**src/source/htfu_pkg.sv**
```systemverilog
`default_nettype none

package htfu_pkg;

    // Keys and values
    typedef logic [7:0]  key_t;
    typedef logic [15:0] value_t;

    typedef struct packed {
        key_t   key;
        logic   insert;
        value_t value;
    } stash_entry_t;

    // Update stash
    localparam int STASH_DEPTH = 8;
    localparam int STASH_PTR_W = $clog2(STASH_DEPTH);
    typedef logic [3:0] fill_t;

    // Table geometry, low key bits index and high key bits form the tag
    localparam int TBL_IDX_W = 4;
    localparam int TBL_TAG_W = $bits(key_t) - TBL_IDX_W;
    localparam int TBL_SLOTS = 1 << TBL_IDX_W;

    // Lookup timing and make-before-break hold
    localparam int LOOKUP_LATENCY = 2;
    localparam int POP_WAIT       = LOOKUP_LATENCY;
    localparam int HOLD_CNT_W     = $clog2(POP_WAIT + 1);

    // Register block
    typedef logic [31:0] cnt_t;
    typedef logic [7:0]  apb_addr_t;
    typedef logic [31:0] apb_data_t;

    localparam int CNT_NUM = 5;

    localparam apb_addr_t REG_CONTROL      = 8'h00;
    localparam apb_addr_t REG_STATUS       = 8'h04;
    localparam apb_addr_t REG_CNT_UPDATE   = 8'h08;
    localparam apb_addr_t REG_CNT_INS_OK   = 8'h0C;
    localparam apb_addr_t REG_CNT_INS_FAIL = 8'h10;
    localparam apb_addr_t REG_CNT_DEL_OK   = 8'h14;
    localparam apb_addr_t REG_CNT_DEL_FAIL = 8'h18;

endpackage

`default_nettype wire

```
**src/source/htfu_regs.sv**
```systemverilog
`default_nettype none

module htfu_regs (
    input  logic                clk,
    input  logic                __srst,
    input  logic                psel,
    input  logic                penable,
    input  logic                pwrite,
    input  htfu_pkg::apb_addr_t paddr,
    input  htfu_pkg::apb_data_t pwdata,
    output htfu_pkg::apb_data_t prdata,
    output logic                pslverr,
    input  htfu_pkg::fill_t     fill,
    input  logic                ev_update,
    input  logic                ins_ok,
    input  logic                ins_fail,
    input  logic                del_ok,
    input  logic                del_fail,
    output logic                enable
);

    logic                      access;
    logic                      ctrl_wr;
    logic                      cnt_clear;
    logic                      mapped;
    logic [htfu_pkg::CNT_NUM-1:0] events;
    htfu_pkg::cnt_t            cnt [htfu_pkg::CNT_NUM];

    // --------------------
    // Access decode
    // --------------------
    // Zero wait states, so the access phase is the whole transfer
    assign access    = psel && penable;
    assign ctrl_wr   = access && pwrite && (paddr == htfu_pkg::REG_CONTROL);
    assign cnt_clear = ctrl_wr && pwdata[1];

    always_comb begin
        mapped = 1'b1;
        prdata = '0;
        case (paddr)
            htfu_pkg::REG_CONTROL:      prdata = htfu_pkg::apb_data_t'(enable);
            htfu_pkg::REG_STATUS:       prdata = htfu_pkg::apb_data_t'(fill);
            htfu_pkg::REG_CNT_UPDATE:   prdata = cnt[0];
            htfu_pkg::REG_CNT_INS_OK:   prdata = cnt[1];
            htfu_pkg::REG_CNT_INS_FAIL: prdata = cnt[2];
            htfu_pkg::REG_CNT_DEL_OK:   prdata = cnt[3];
            htfu_pkg::REG_CNT_DEL_FAIL: prdata = cnt[4];
            default:                    mapped = 1'b0;
        endcase
    end

    // Only the control register takes writes
    assign pslverr = access && (!mapped || (pwrite && paddr != htfu_pkg::REG_CONTROL));

    // --------------------
    // Control
    // --------------------
    always_ff @(posedge clk) begin
        if (__srst) begin
            enable <= 1'b0;
        end else if (ctrl_wr) begin
            enable <= pwdata[0];
        end
    end

    // --------------------
    // Event counters
    // --------------------
    // Same order as the counter registers
    assign events = {del_fail, del_ok, ins_fail, ins_ok, ev_update};

    always_ff @(posedge clk) begin
        for (int i = 0; i < htfu_pkg::CNT_NUM; i++) begin
            if (__srst || cnt_clear) begin
                cnt[i] <= '0;
            end else if (events[i]) begin
                cnt[i] <= cnt[i] + 1'b1;
            end
        end
    end

    // Requester must open every transfer with a setup phase
    assert property (@(posedge clk) disable iff (__srst)
        penable |-> psel);

endmodule

`default_nettype wire

```
**src/source/htfu_stash.sv**
```systemverilog
`default_nettype none

module htfu_stash (
    input  logic                   clk,
    input  logic                   __srst,
    input  logic                   update_req,
    input  htfu_pkg::key_t         update_key,
    input  htfu_pkg::value_t       update_value,
    input  logic                   update_insert,
    output logic                   update_rdy,
    output logic                   ev_update,
    input  htfu_pkg::key_t         search_key,
    output logic                   search_hit,
    output htfu_pkg::stash_entry_t search_entry,
    output htfu_pkg::stash_entry_t head_entry,
    output htfu_pkg::fill_t        fill,
    input  logic                   pop
);

    htfu_pkg::stash_entry_t             mem [htfu_pkg::STASH_DEPTH];
    htfu_pkg::stash_entry_t             new_entry;
    logic [htfu_pkg::STASH_PTR_W-1:0]   wr_ptr;
    logic [htfu_pkg::STASH_PTR_W-1:0]   rd_ptr;
    logic                               accept;

    // --------------------
    // Accept side
    // --------------------
    assign update_rdy = (fill < htfu_pkg::fill_t'(htfu_pkg::STASH_DEPTH));
    assign accept     = update_req && update_rdy;
    assign ev_update  = accept;

    assign new_entry.key    = update_key;
    assign new_entry.insert = update_insert;
    assign new_entry.value  = update_value;

    always_ff @(posedge clk) begin
        if (accept) begin
            mem[wr_ptr] <= new_entry;
        end
    end

    // Pointers and fill
    always_ff @(posedge clk) begin
        if (__srst) begin
            wr_ptr <= '0;
            rd_ptr <= '0;
            fill   <= '0;
        end else begin
            if (accept) begin
                wr_ptr <= wr_ptr + 1'b1;
            end
            if (pop) begin
                rd_ptr <= rd_ptr + 1'b1;
            end
            case ({accept, pop})
                2'b10:   fill <= fill + 1'b1;
                2'b01:   fill <= fill - 1'b1;
                default: fill <= fill;
            endcase
        end
    end

    // --------------------
    // Search
    // --------------------
    // Walk from oldest to newest so the newest match is kept
    always_comb begin
        logic [htfu_pkg::STASH_PTR_W-1:0] idx;
        search_hit   = 1'b0;
        search_entry = '0;
        for (int i = 0; i < htfu_pkg::STASH_DEPTH; i++) begin
            idx = rd_ptr + htfu_pkg::STASH_PTR_W'(i);
            if ((i < int'(fill)) && (mem[idx].key == search_key)) begin
                search_hit   = 1'b1;
                search_entry = mem[idx];
            end
        end
    end

    // Oldest pending entry for the drain
    assign head_entry = mem[rd_ptr];

    // Drain must never pop an empty stash
    assert property (@(posedge clk) disable iff (__srst)
        pop |-> (fill != '0));

endmodule

`default_nettype wire

```
**src/source/htfu_drain_ctrl.sv**
```systemverilog
`default_nettype none

module htfu_drain_ctrl (
    input  logic                   clk,
    input  logic                   __srst,
    input  logic                   enable,
    input  htfu_pkg::fill_t        fill,
    input  htfu_pkg::stash_entry_t head_entry,
    output logic                   pop,
    output logic                   tbl_wr,
    output htfu_pkg::key_t         tbl_key,
    output logic                   tbl_insert,
    output htfu_pkg::value_t       tbl_value,
    input  logic                   tbl_ok,
    output logic                   ins_ok,
    output logic                   ins_fail,
    output logic                   del_ok,
    output logic                   del_fail
);

    typedef enum logic [1:0] {
        IDLE  = 2'd0,
        WRITE = 2'd1,
        HOLD  = 2'd2,
        POP   = 2'd3
    } state_t;

    state_t                          state;
    state_t                          nxt_state;
    logic [htfu_pkg::HOLD_CNT_W-1:0] hold_cnt;
    logic                            hold_done;

    // Head entry stays put until popped, so drive the table from it
    assign tbl_key    = head_entry.key;
    assign tbl_insert = head_entry.insert;
    assign tbl_value  = head_entry.value;

    assign hold_done = (hold_cnt == htfu_pkg::HOLD_CNT_W'(htfu_pkg::POP_WAIT - 1));

    // --------------------
    // FSM
    // --------------------
    always_ff @(posedge clk) begin
        if (__srst) begin
            state <= IDLE;
        end else begin
            state <= nxt_state;
        end
    end

    always_comb begin
        nxt_state = state;
        case (state)
            IDLE: begin
                if (enable && fill != '0) begin
                    nxt_state = WRITE;
                end
            end
            // Failure skips the hold, nothing changed in the table
            WRITE: nxt_state = tbl_ok ? HOLD : POP;
            // Keep the entry visible while older lookups finish
            HOLD: begin
                if (hold_done) begin
                    nxt_state = POP;
                end
            end
            POP:     nxt_state = IDLE;
            default: nxt_state = IDLE;
        endcase
    end

    always_ff @(posedge clk) begin
        if (__srst || state != HOLD) begin
            hold_cnt <= '0;
        end else begin
            hold_cnt <= hold_cnt + 1'b1;
        end
    end

    // --------------------
    // Outputs
    // --------------------
    assign tbl_wr = (state == WRITE);
    assign pop    = (state == POP);

    // One event per entry, decided in the write cycle
    assign ins_ok   = tbl_wr &&  tbl_insert &&  tbl_ok;
    assign ins_fail = tbl_wr &&  tbl_insert && !tbl_ok;
    assign del_ok   = tbl_wr && !tbl_insert &&  tbl_ok;
    assign del_fail = tbl_wr && !tbl_insert && !tbl_ok;

    assert property (@(posedge clk) disable iff (__srst)
        !(tbl_wr && pop));

    // Make before break, pop lands only after in-flight lookups settle
    assert property (@(posedge clk) disable iff (__srst)
        (tbl_wr && tbl_ok) |-> ##(htfu_pkg::POP_WAIT + 1) pop);

endmodule

`default_nettype wire

```
**src/source/htfu_table.sv**
```systemverilog
`default_nettype none

module htfu_table (
    input  logic             clk,
    input  logic             __srst,
    input  htfu_pkg::key_t   rd_key,
    output logic             rd_valid,
    output htfu_pkg::value_t rd_value,
    input  logic             tbl_wr,
    input  htfu_pkg::key_t   tbl_key,
    input  logic             tbl_insert,
    input  htfu_pkg::value_t tbl_value,
    output logic             tbl_ok
);

    logic [htfu_pkg::TBL_SLOTS-1:0] slot_valid;
    logic [htfu_pkg::TBL_TAG_W-1:0] slot_tag   [htfu_pkg::TBL_SLOTS];
    htfu_pkg::value_t               slot_value [htfu_pkg::TBL_SLOTS];

    logic [htfu_pkg::TBL_IDX_W-1:0] wr_idx;
    logic [htfu_pkg::TBL_TAG_W-1:0] wr_tag;
    logic [htfu_pkg::TBL_IDX_W-1:0] rd_idx;
    logic [htfu_pkg::TBL_TAG_W-1:0] rd_tag;
    logic                           wr_match;

    assign {wr_tag, wr_idx} = tbl_key;
    assign {rd_tag, rd_idx} = rd_key;

    // Set/unset rules
    assign wr_match = slot_valid[wr_idx] && (slot_tag[wr_idx] == wr_tag);
    assign tbl_ok   = tbl_insert ? (!slot_valid[wr_idx] || wr_match) : wr_match;

    always_ff @(posedge clk) begin
        if (__srst) begin
            slot_valid <= '0;
        end else if (tbl_wr && tbl_ok) begin
            slot_valid[wr_idx] <= tbl_insert;
        end
    end

    always_ff @(posedge clk) begin
        if (tbl_wr && tbl_ok && tbl_insert) begin
            slot_tag[wr_idx]   <= wr_tag;
            slot_value[wr_idx] <= tbl_value;
        end
    end

    // Registered lookup, sees the contents before a same-cycle write
    always_ff @(posedge clk) begin
        if (__srst) begin
            rd_valid <= 1'b0;
        end else begin
            rd_valid <= slot_valid[rd_idx] && (slot_tag[rd_idx] == rd_tag);
        end
        rd_value <= slot_value[rd_idx];
    end

endmodule

`default_nettype wire

```
**src/source/htfu_lookup_result.sv**
```systemverilog
`default_nettype none

module htfu_lookup_result (
    input  logic                   clk,
    input  logic                   __srst,
    input  logic                   lookup_req,
    input  logic                   search_hit,
    input  htfu_pkg::stash_entry_t search_entry,
    input  logic                   rd_valid,
    input  htfu_pkg::value_t       rd_value,
    output logic                   lookup_ack,
    output logic                   lookup_valid,
    output htfu_pkg::value_t       lookup_value
);

    logic                   req_q;
    logic                   hit_q;
    htfu_pkg::stash_entry_t entry_q;

    // Stage 1, stash result waits for the table read
    always_ff @(posedge clk) begin
        if (__srst) begin
            req_q <= 1'b0;
        end else begin
            req_q <= lookup_req;
        end
        hit_q   <= search_hit;
        entry_q <= search_entry;
    end

    // Stage 2, a stash hit overrides the table
    always_ff @(posedge clk) begin
        if (__srst) begin
            lookup_ack   <= 1'b0;
            lookup_valid <= 1'b0;
        end else begin
            lookup_ack   <= req_q;
            lookup_valid <= hit_q ? entry_q.insert : rd_valid;
        end
        if (hit_q) begin
            lookup_value <= entry_q.insert ? entry_q.value : '0;
        end else begin
            lookup_value <= rd_valid ? rd_value : '0;
        end
    end

endmodule

`default_nettype wire

```
**src/source/htfu_top.sv**
```systemverilog
`default_nettype none

module htfu_top (
    input  logic                clk,
    input  logic                __srst,
    // APB
    input  logic                psel,
    input  logic                penable,
    input  logic                pwrite,
    input  htfu_pkg::apb_addr_t paddr,
    input  htfu_pkg::apb_data_t pwdata,
    output htfu_pkg::apb_data_t prdata,
    output logic                pslverr,
    // Updates
    input  logic                update_req,
    input  htfu_pkg::key_t      update_key,
    input  htfu_pkg::value_t    update_value,
    input  logic                update_insert,
    output logic                update_rdy,
    // Lookups
    input  logic                lookup_req,
    input  htfu_pkg::key_t      lookup_key,
    output logic                lookup_ack,
    output logic                lookup_valid,
    output htfu_pkg::value_t    lookup_value
);

    logic                   enable;
    logic                   ev_update;
    logic                   ins_ok;
    logic                   ins_fail;
    logic                   del_ok;
    logic                   del_fail;
    htfu_pkg::fill_t        fill;
    logic                   search_hit;
    htfu_pkg::stash_entry_t search_entry;
    htfu_pkg::stash_entry_t head_entry;
    logic                   pop;
    logic                   tbl_wr;
    htfu_pkg::key_t         tbl_key;
    logic                   tbl_insert;
    htfu_pkg::value_t       tbl_value;
    logic                   tbl_ok;
    logic                   rd_valid;
    htfu_pkg::value_t       rd_value;

    htfu_regs i_regs (
        .clk, .__srst, .psel, .penable, .pwrite, .paddr, .pwdata, .prdata, .pslverr,
        .fill, .ev_update, .ins_ok, .ins_fail, .del_ok, .del_fail, .enable
    );

    // Stash and table are searched with the same key in the same cycle
    htfu_stash i_stash (
        .clk, .__srst, .update_req, .update_key, .update_value, .update_insert,
        .update_rdy, .ev_update, .search_key(lookup_key), .search_hit, .search_entry,
        .head_entry, .fill, .pop
    );

    htfu_drain_ctrl i_drain_ctrl (
        .clk, .__srst, .enable, .fill, .head_entry, .pop, .tbl_wr, .tbl_key,
        .tbl_insert, .tbl_value, .tbl_ok, .ins_ok, .ins_fail, .del_ok, .del_fail
    );

    htfu_table i_table (
        .clk, .__srst, .rd_key(lookup_key), .rd_valid, .rd_value,
        .tbl_wr, .tbl_key, .tbl_insert, .tbl_value, .tbl_ok
    );

    htfu_lookup_result i_lookup_result (
        .clk, .__srst, .lookup_req, .search_hit, .search_entry, .rd_valid, .rd_value,
        .lookup_ack, .lookup_valid, .lookup_value
    );

endmodule

`default_nettype wire

```
**config.mk**
```make
export PLATFORM = sky130hd
export DESIGN_NAME = htfu_top
export DESIGN_NICKNAME = d
export VERILOG_FILES = /design/src/source/htfu_pkg.sv /design/src/source/htfu_regs.sv /design/src/source/htfu_stash.sv /design/src/source/htfu_drain_ctrl.sv /design/src/source/htfu_table.sv /design/src/source/htfu_lookup_result.sv /design/src/source/htfu_top.sv
export SDC_FILE = /design/constraint.sdc
export NUM_CORES = 1
export LEC_CHECK = 0
export BUFFER_PORTS_ARGS = -buffer_cell sky130_fd_sc_hd__buf_2
export CORE_MARGIN = 3
export CORE_UTILIZATION = 45
export DETAILED_ROUTE_END_ITERATION = 16
export PLACE_DENSITY_LB_ADDON = 0.05
export SETUP_SLACK_MARGIN = 0.1
export SLEW_MARGIN = 40
export SYNTH_ARGS = -nofsm -noshare
export SYNTH_HDL_FRONTEND = slang
export SYNTH_SLANG_ARGS = --single-unit
```
**constraint.sdc**
```tcl
create_clock -name clk -period 5.93 [get_ports clk]
set_clock_uncertainty 0.05 [all_clocks]
set_input_delay 0.593 -clock clk [delete_from_list [all_inputs] [get_ports clk]]
set_output_delay 0.593 -clock clk [all_outputs]
set_load 0.005 [all_outputs]
```
==> results.md <==
- Postcts setup bufs: 0
- Initial Util: 45.50%
- Antenna-violating nets left: 0
- Core area: 91800 µm²
- Number of global-route vias before repair: 27150
- FMAX: 0.2016 GHz
- Total grt overflow: 0
- Total GRT Usage: 23.49%
- First-pass GRT wire length: 172500 µm
- Clk pin slew, worst setup/hold paths: 60 ps
- Max-cap violations: 0
- Clock latency on the worst-skew pair: 670 ps
- Worst Path Max Fanout: 25
- Required @ worst endpoint: 6190 ps
- Pwr/cell area: 258.4 nW/µm²
- Nets: 3151
- Clock period minus worst slack: 4961 ps
- Yosys top cell by area: edfxtp_1
- Max Buffers Root-to-Sink: 3
- CTS hold repair buffers: 0
- First drt pass iteration count: 6
- Setup crit end kind: flip-flop
- EDFF count, synth: 680
- Port bufs: 101
- Layout cell share with drive strength beyond 1: about 24%
- Root buf cell: clkbuf_16
- TNS Setup: 0 ps
- Num CTS Buffers: 86
- Slowest cell on crit path: dfxtp_4
- Leakage: 15.20 nW
- Synthesized netlist net count: 3057
- Yosys cell types: 79
- Die Footprint: 96510 µm²
- Routability cong.: 0.8598
- Period utilisation layout: 83.67%
- Final Routed Wirelength: 115000 µm
- Via density: 6.196
- Cells after DPL: 4207
- Setup CP Type: flip-flop to flip-flop
- Yosys warnings: 0
- Cell area after synthesis: 41770 µm²
- Clock sinks: 768
- Final Hold Viols: 0
- Top cells by area, synth: edfxtp_1 (49%), mux4_2 (19%), mux2i_1 (4.8%), dfxtp_1 (4.2%), xor2_1 (2.7%)
- Initial antenna violation count: 9
- Vias: 27110
- DRC viols: 0
- Crit path DAT: 5220 ps
- Syn avg cell area: 14.11 µm²
- Die Height: 310.7 µm
- CTS tree: built
- Row count: 111
- Post_cts resized: 0
- Synth Instances: 2960
- Critical path cell sequence: or2_1, o22a_1, nand2_1, a2111oi_0, nor4_1, o21a_1, xnor2_2, nand4_4, mux2i_1, buf_4, nor3b_2, buf_4
- Least-Margin Pin Slew: 822.7 ps
- Top_reg_cell synth: edfxtp_1
- RSZ-0062 raised after global routing: false
- Slowest cell delay on critical path: 690 ps
- Worst Setup Start Kind: flip-flop
- Sequential element share of the synthesized area: 53.10%
- Hold crit path type: input port to flip-flop
- H-Tree Depth: 3
- Top-Level Pins: roughly 130
- Area growth syn-to-layout: 12.42%
- HPWL Detailed: 75260 µm
- Slew Limit Fails: 0
- Flops & latches, synth: 768
- Async set or reset register ratio after synthesis: 0%
- Wire length per cell: 26.28 µm
- Die X: 310.7 µm
- Max-slew headroom: 43.59%
- Synth top area share: 48.89%
- IR drop worst, VDD: between 200 and 250 µV
- Setup violations, final: 0
- Largest net degree at the start of global routing: 66
- Status: completed
- # fillers: 7679
- Final cell count without fillers: 4376
- Most used cell, CP: buf_4
- Starting DRT DRC Count: 2360
## synth_stat cells (18+ instances only)
cell type  instances
edfxtp_1         680
mux4_2           351
nor2_1           280
nand2_1          212
mux2i_1          200
nand3_1          138
xor2_1           127
xnor2_1           98
dfxtp_1           88
a21oi_1           85
buf_2             77
clkbuf_1          70
o21ai_0           62
and3_1            51
nand4_1           31
buf_1             30
inv_1             30
mux2_2            20
a221o_1           18
a22o_1            18
## flip-flops by register name, indices dropped and copies added (netlist names), 2 cells and up, named ones only
signal,count
i_table.slot_value,256
i_stash.mem,200
i_regs.cnt,160
i_table.slot_tag,64
i_lookup_result.entry_q,17
i_lookup_result.lookup_value,16
i_table.rd_value,16
i_table.slot_valid,16
i_stash.fill,4
i_stash.rd_ptr,3
i_stash.wr_ptr,3
i_drain_ctrl.hold_cnt,2
i_drain_ctrl.state,2
## cells in the final DEF (no fill, tap or decap), types with 10 or more instances in the layout
cell type  synthesis  layout
edfxtp_1         680     680
mux4_2           351     351
nor2_1           280     274
nand2_1          212     211
mux2i_1          200     200
nand3_1          138     138
xor2_1           127     126
buf_2             77      99
xnor2_1           98      97
clkbuf_16          0      88
a21oi_1           85      84
buf_4             10      83
dfxtp_1           88      82
o21ai_0           62      62
and3_1            51      50
nand4_1           31      31
inv_1             30      30
clkbuf_1          70      23
mux2_2            20      20
a221o_1           18      18
a22o_1            18      18
o221ai_1          17      17
ha_1              17      16
nand2b_1          15      15
a221oi_1          15      15
a311oi_1          15      15
clkinv_2           0      15
nor3_1            17      14
nor2b_1           14      14
nor4_1            14      13
a2111oi_0         10      10
## stage by stage
stage	util, %	hold slack, ps	instance area [µm²]	total power, mW	setup WS [ps]
floorplan	-	348.3	41770	6.599	535.2
global placement	47.87	356.1	43950	6.836	1165
detailed placement	47.92	368.8	43990	6.858	1055
CTS	51.07	71.79	46890	12.27	1058
global route	51.14	107.0	46940	12.55	671.4
finish	51.15	122.6	46960	12.13	968.5
## power by group
group | internal (mW) | switching, mW | total [mW] | leakage, nW
Combinational | 0.260 | 0.403 | 0.663 | 6.70
Clock | 3.18 | 2.20 | 5.38 | 1.41
Sequential | 5.99 | 0.101 | 6.09 | 7.09
Total | 9.42 | 2.71 | 12.1 | 15.2
## routing by layer
metal / vias up / track usage [%] / part of all wire, %
li1: 11920 / - / -
met1: 13990 / 31.44 / 42
met2: 968 / 39.70 / 50
met3: 237 / 3.650 / 5.8
met4: 4 / 7.224 / 3.1
met5: - / 0 / 0.021
## layout make-up
type / instances / area (µm²) / share of cell area (%)
diodes: 7 / 17.52 / 0.03730
clock inverters: 39 / 480.5 / 1.023
clock buffers: 121 / 2417 / 5.148
multi-input cells: 1969 / 18810 / 40.06
inverters: 32 / 120.1 / 0.2558
well taps: 1243 / 1555 / 3.312
flip-flops and latches: 768 / 22200 / 47.27
repair buffers: 197 / 1360 / 2.896
## worst max-delay path: cells and delay by family, from the launching register on
family | cells | cell delay, ps
muxes | 1 | 380
and+or+nand+nor | 5 | 1230
buffers and inverters | 2 | 700
xor gates and xnor gates | 1 | 170
AOI/OAI and AO/OA | 3 | 1330
DFF | 1 | 690
## path summary, 6_finish.rpt
kind / start / end / slack (ps) / depth (start not counted)
hold / removal: lookup_req / i_lookup_result.req_q / 120 / 2
setup / recovery: flip-flop / i_table.slot_value[13][2] / 970 / 12
hold reg to reg: i_lookup_result.req_q / i_lookup_result.lookup_ack / 360 / 1
setup reg to reg: flip-flop / i_table.slot_value[13][2] / 970 / 12
## logic make-up after synthesis
family                     Yosys count  synth area share (%)
xor gates and xnor gates           228                 4.835
and+or+nand+nor                    833                 9.394
DFF                                768                 53.10
buffers and inverters              223                 2.396
adders and majority gates           17                0.5092
muxes                              576                 24.42
AOI/OAI and AO/OA                  315                 5.338
No activity file was read; power rests on OpenSTA's default activity.
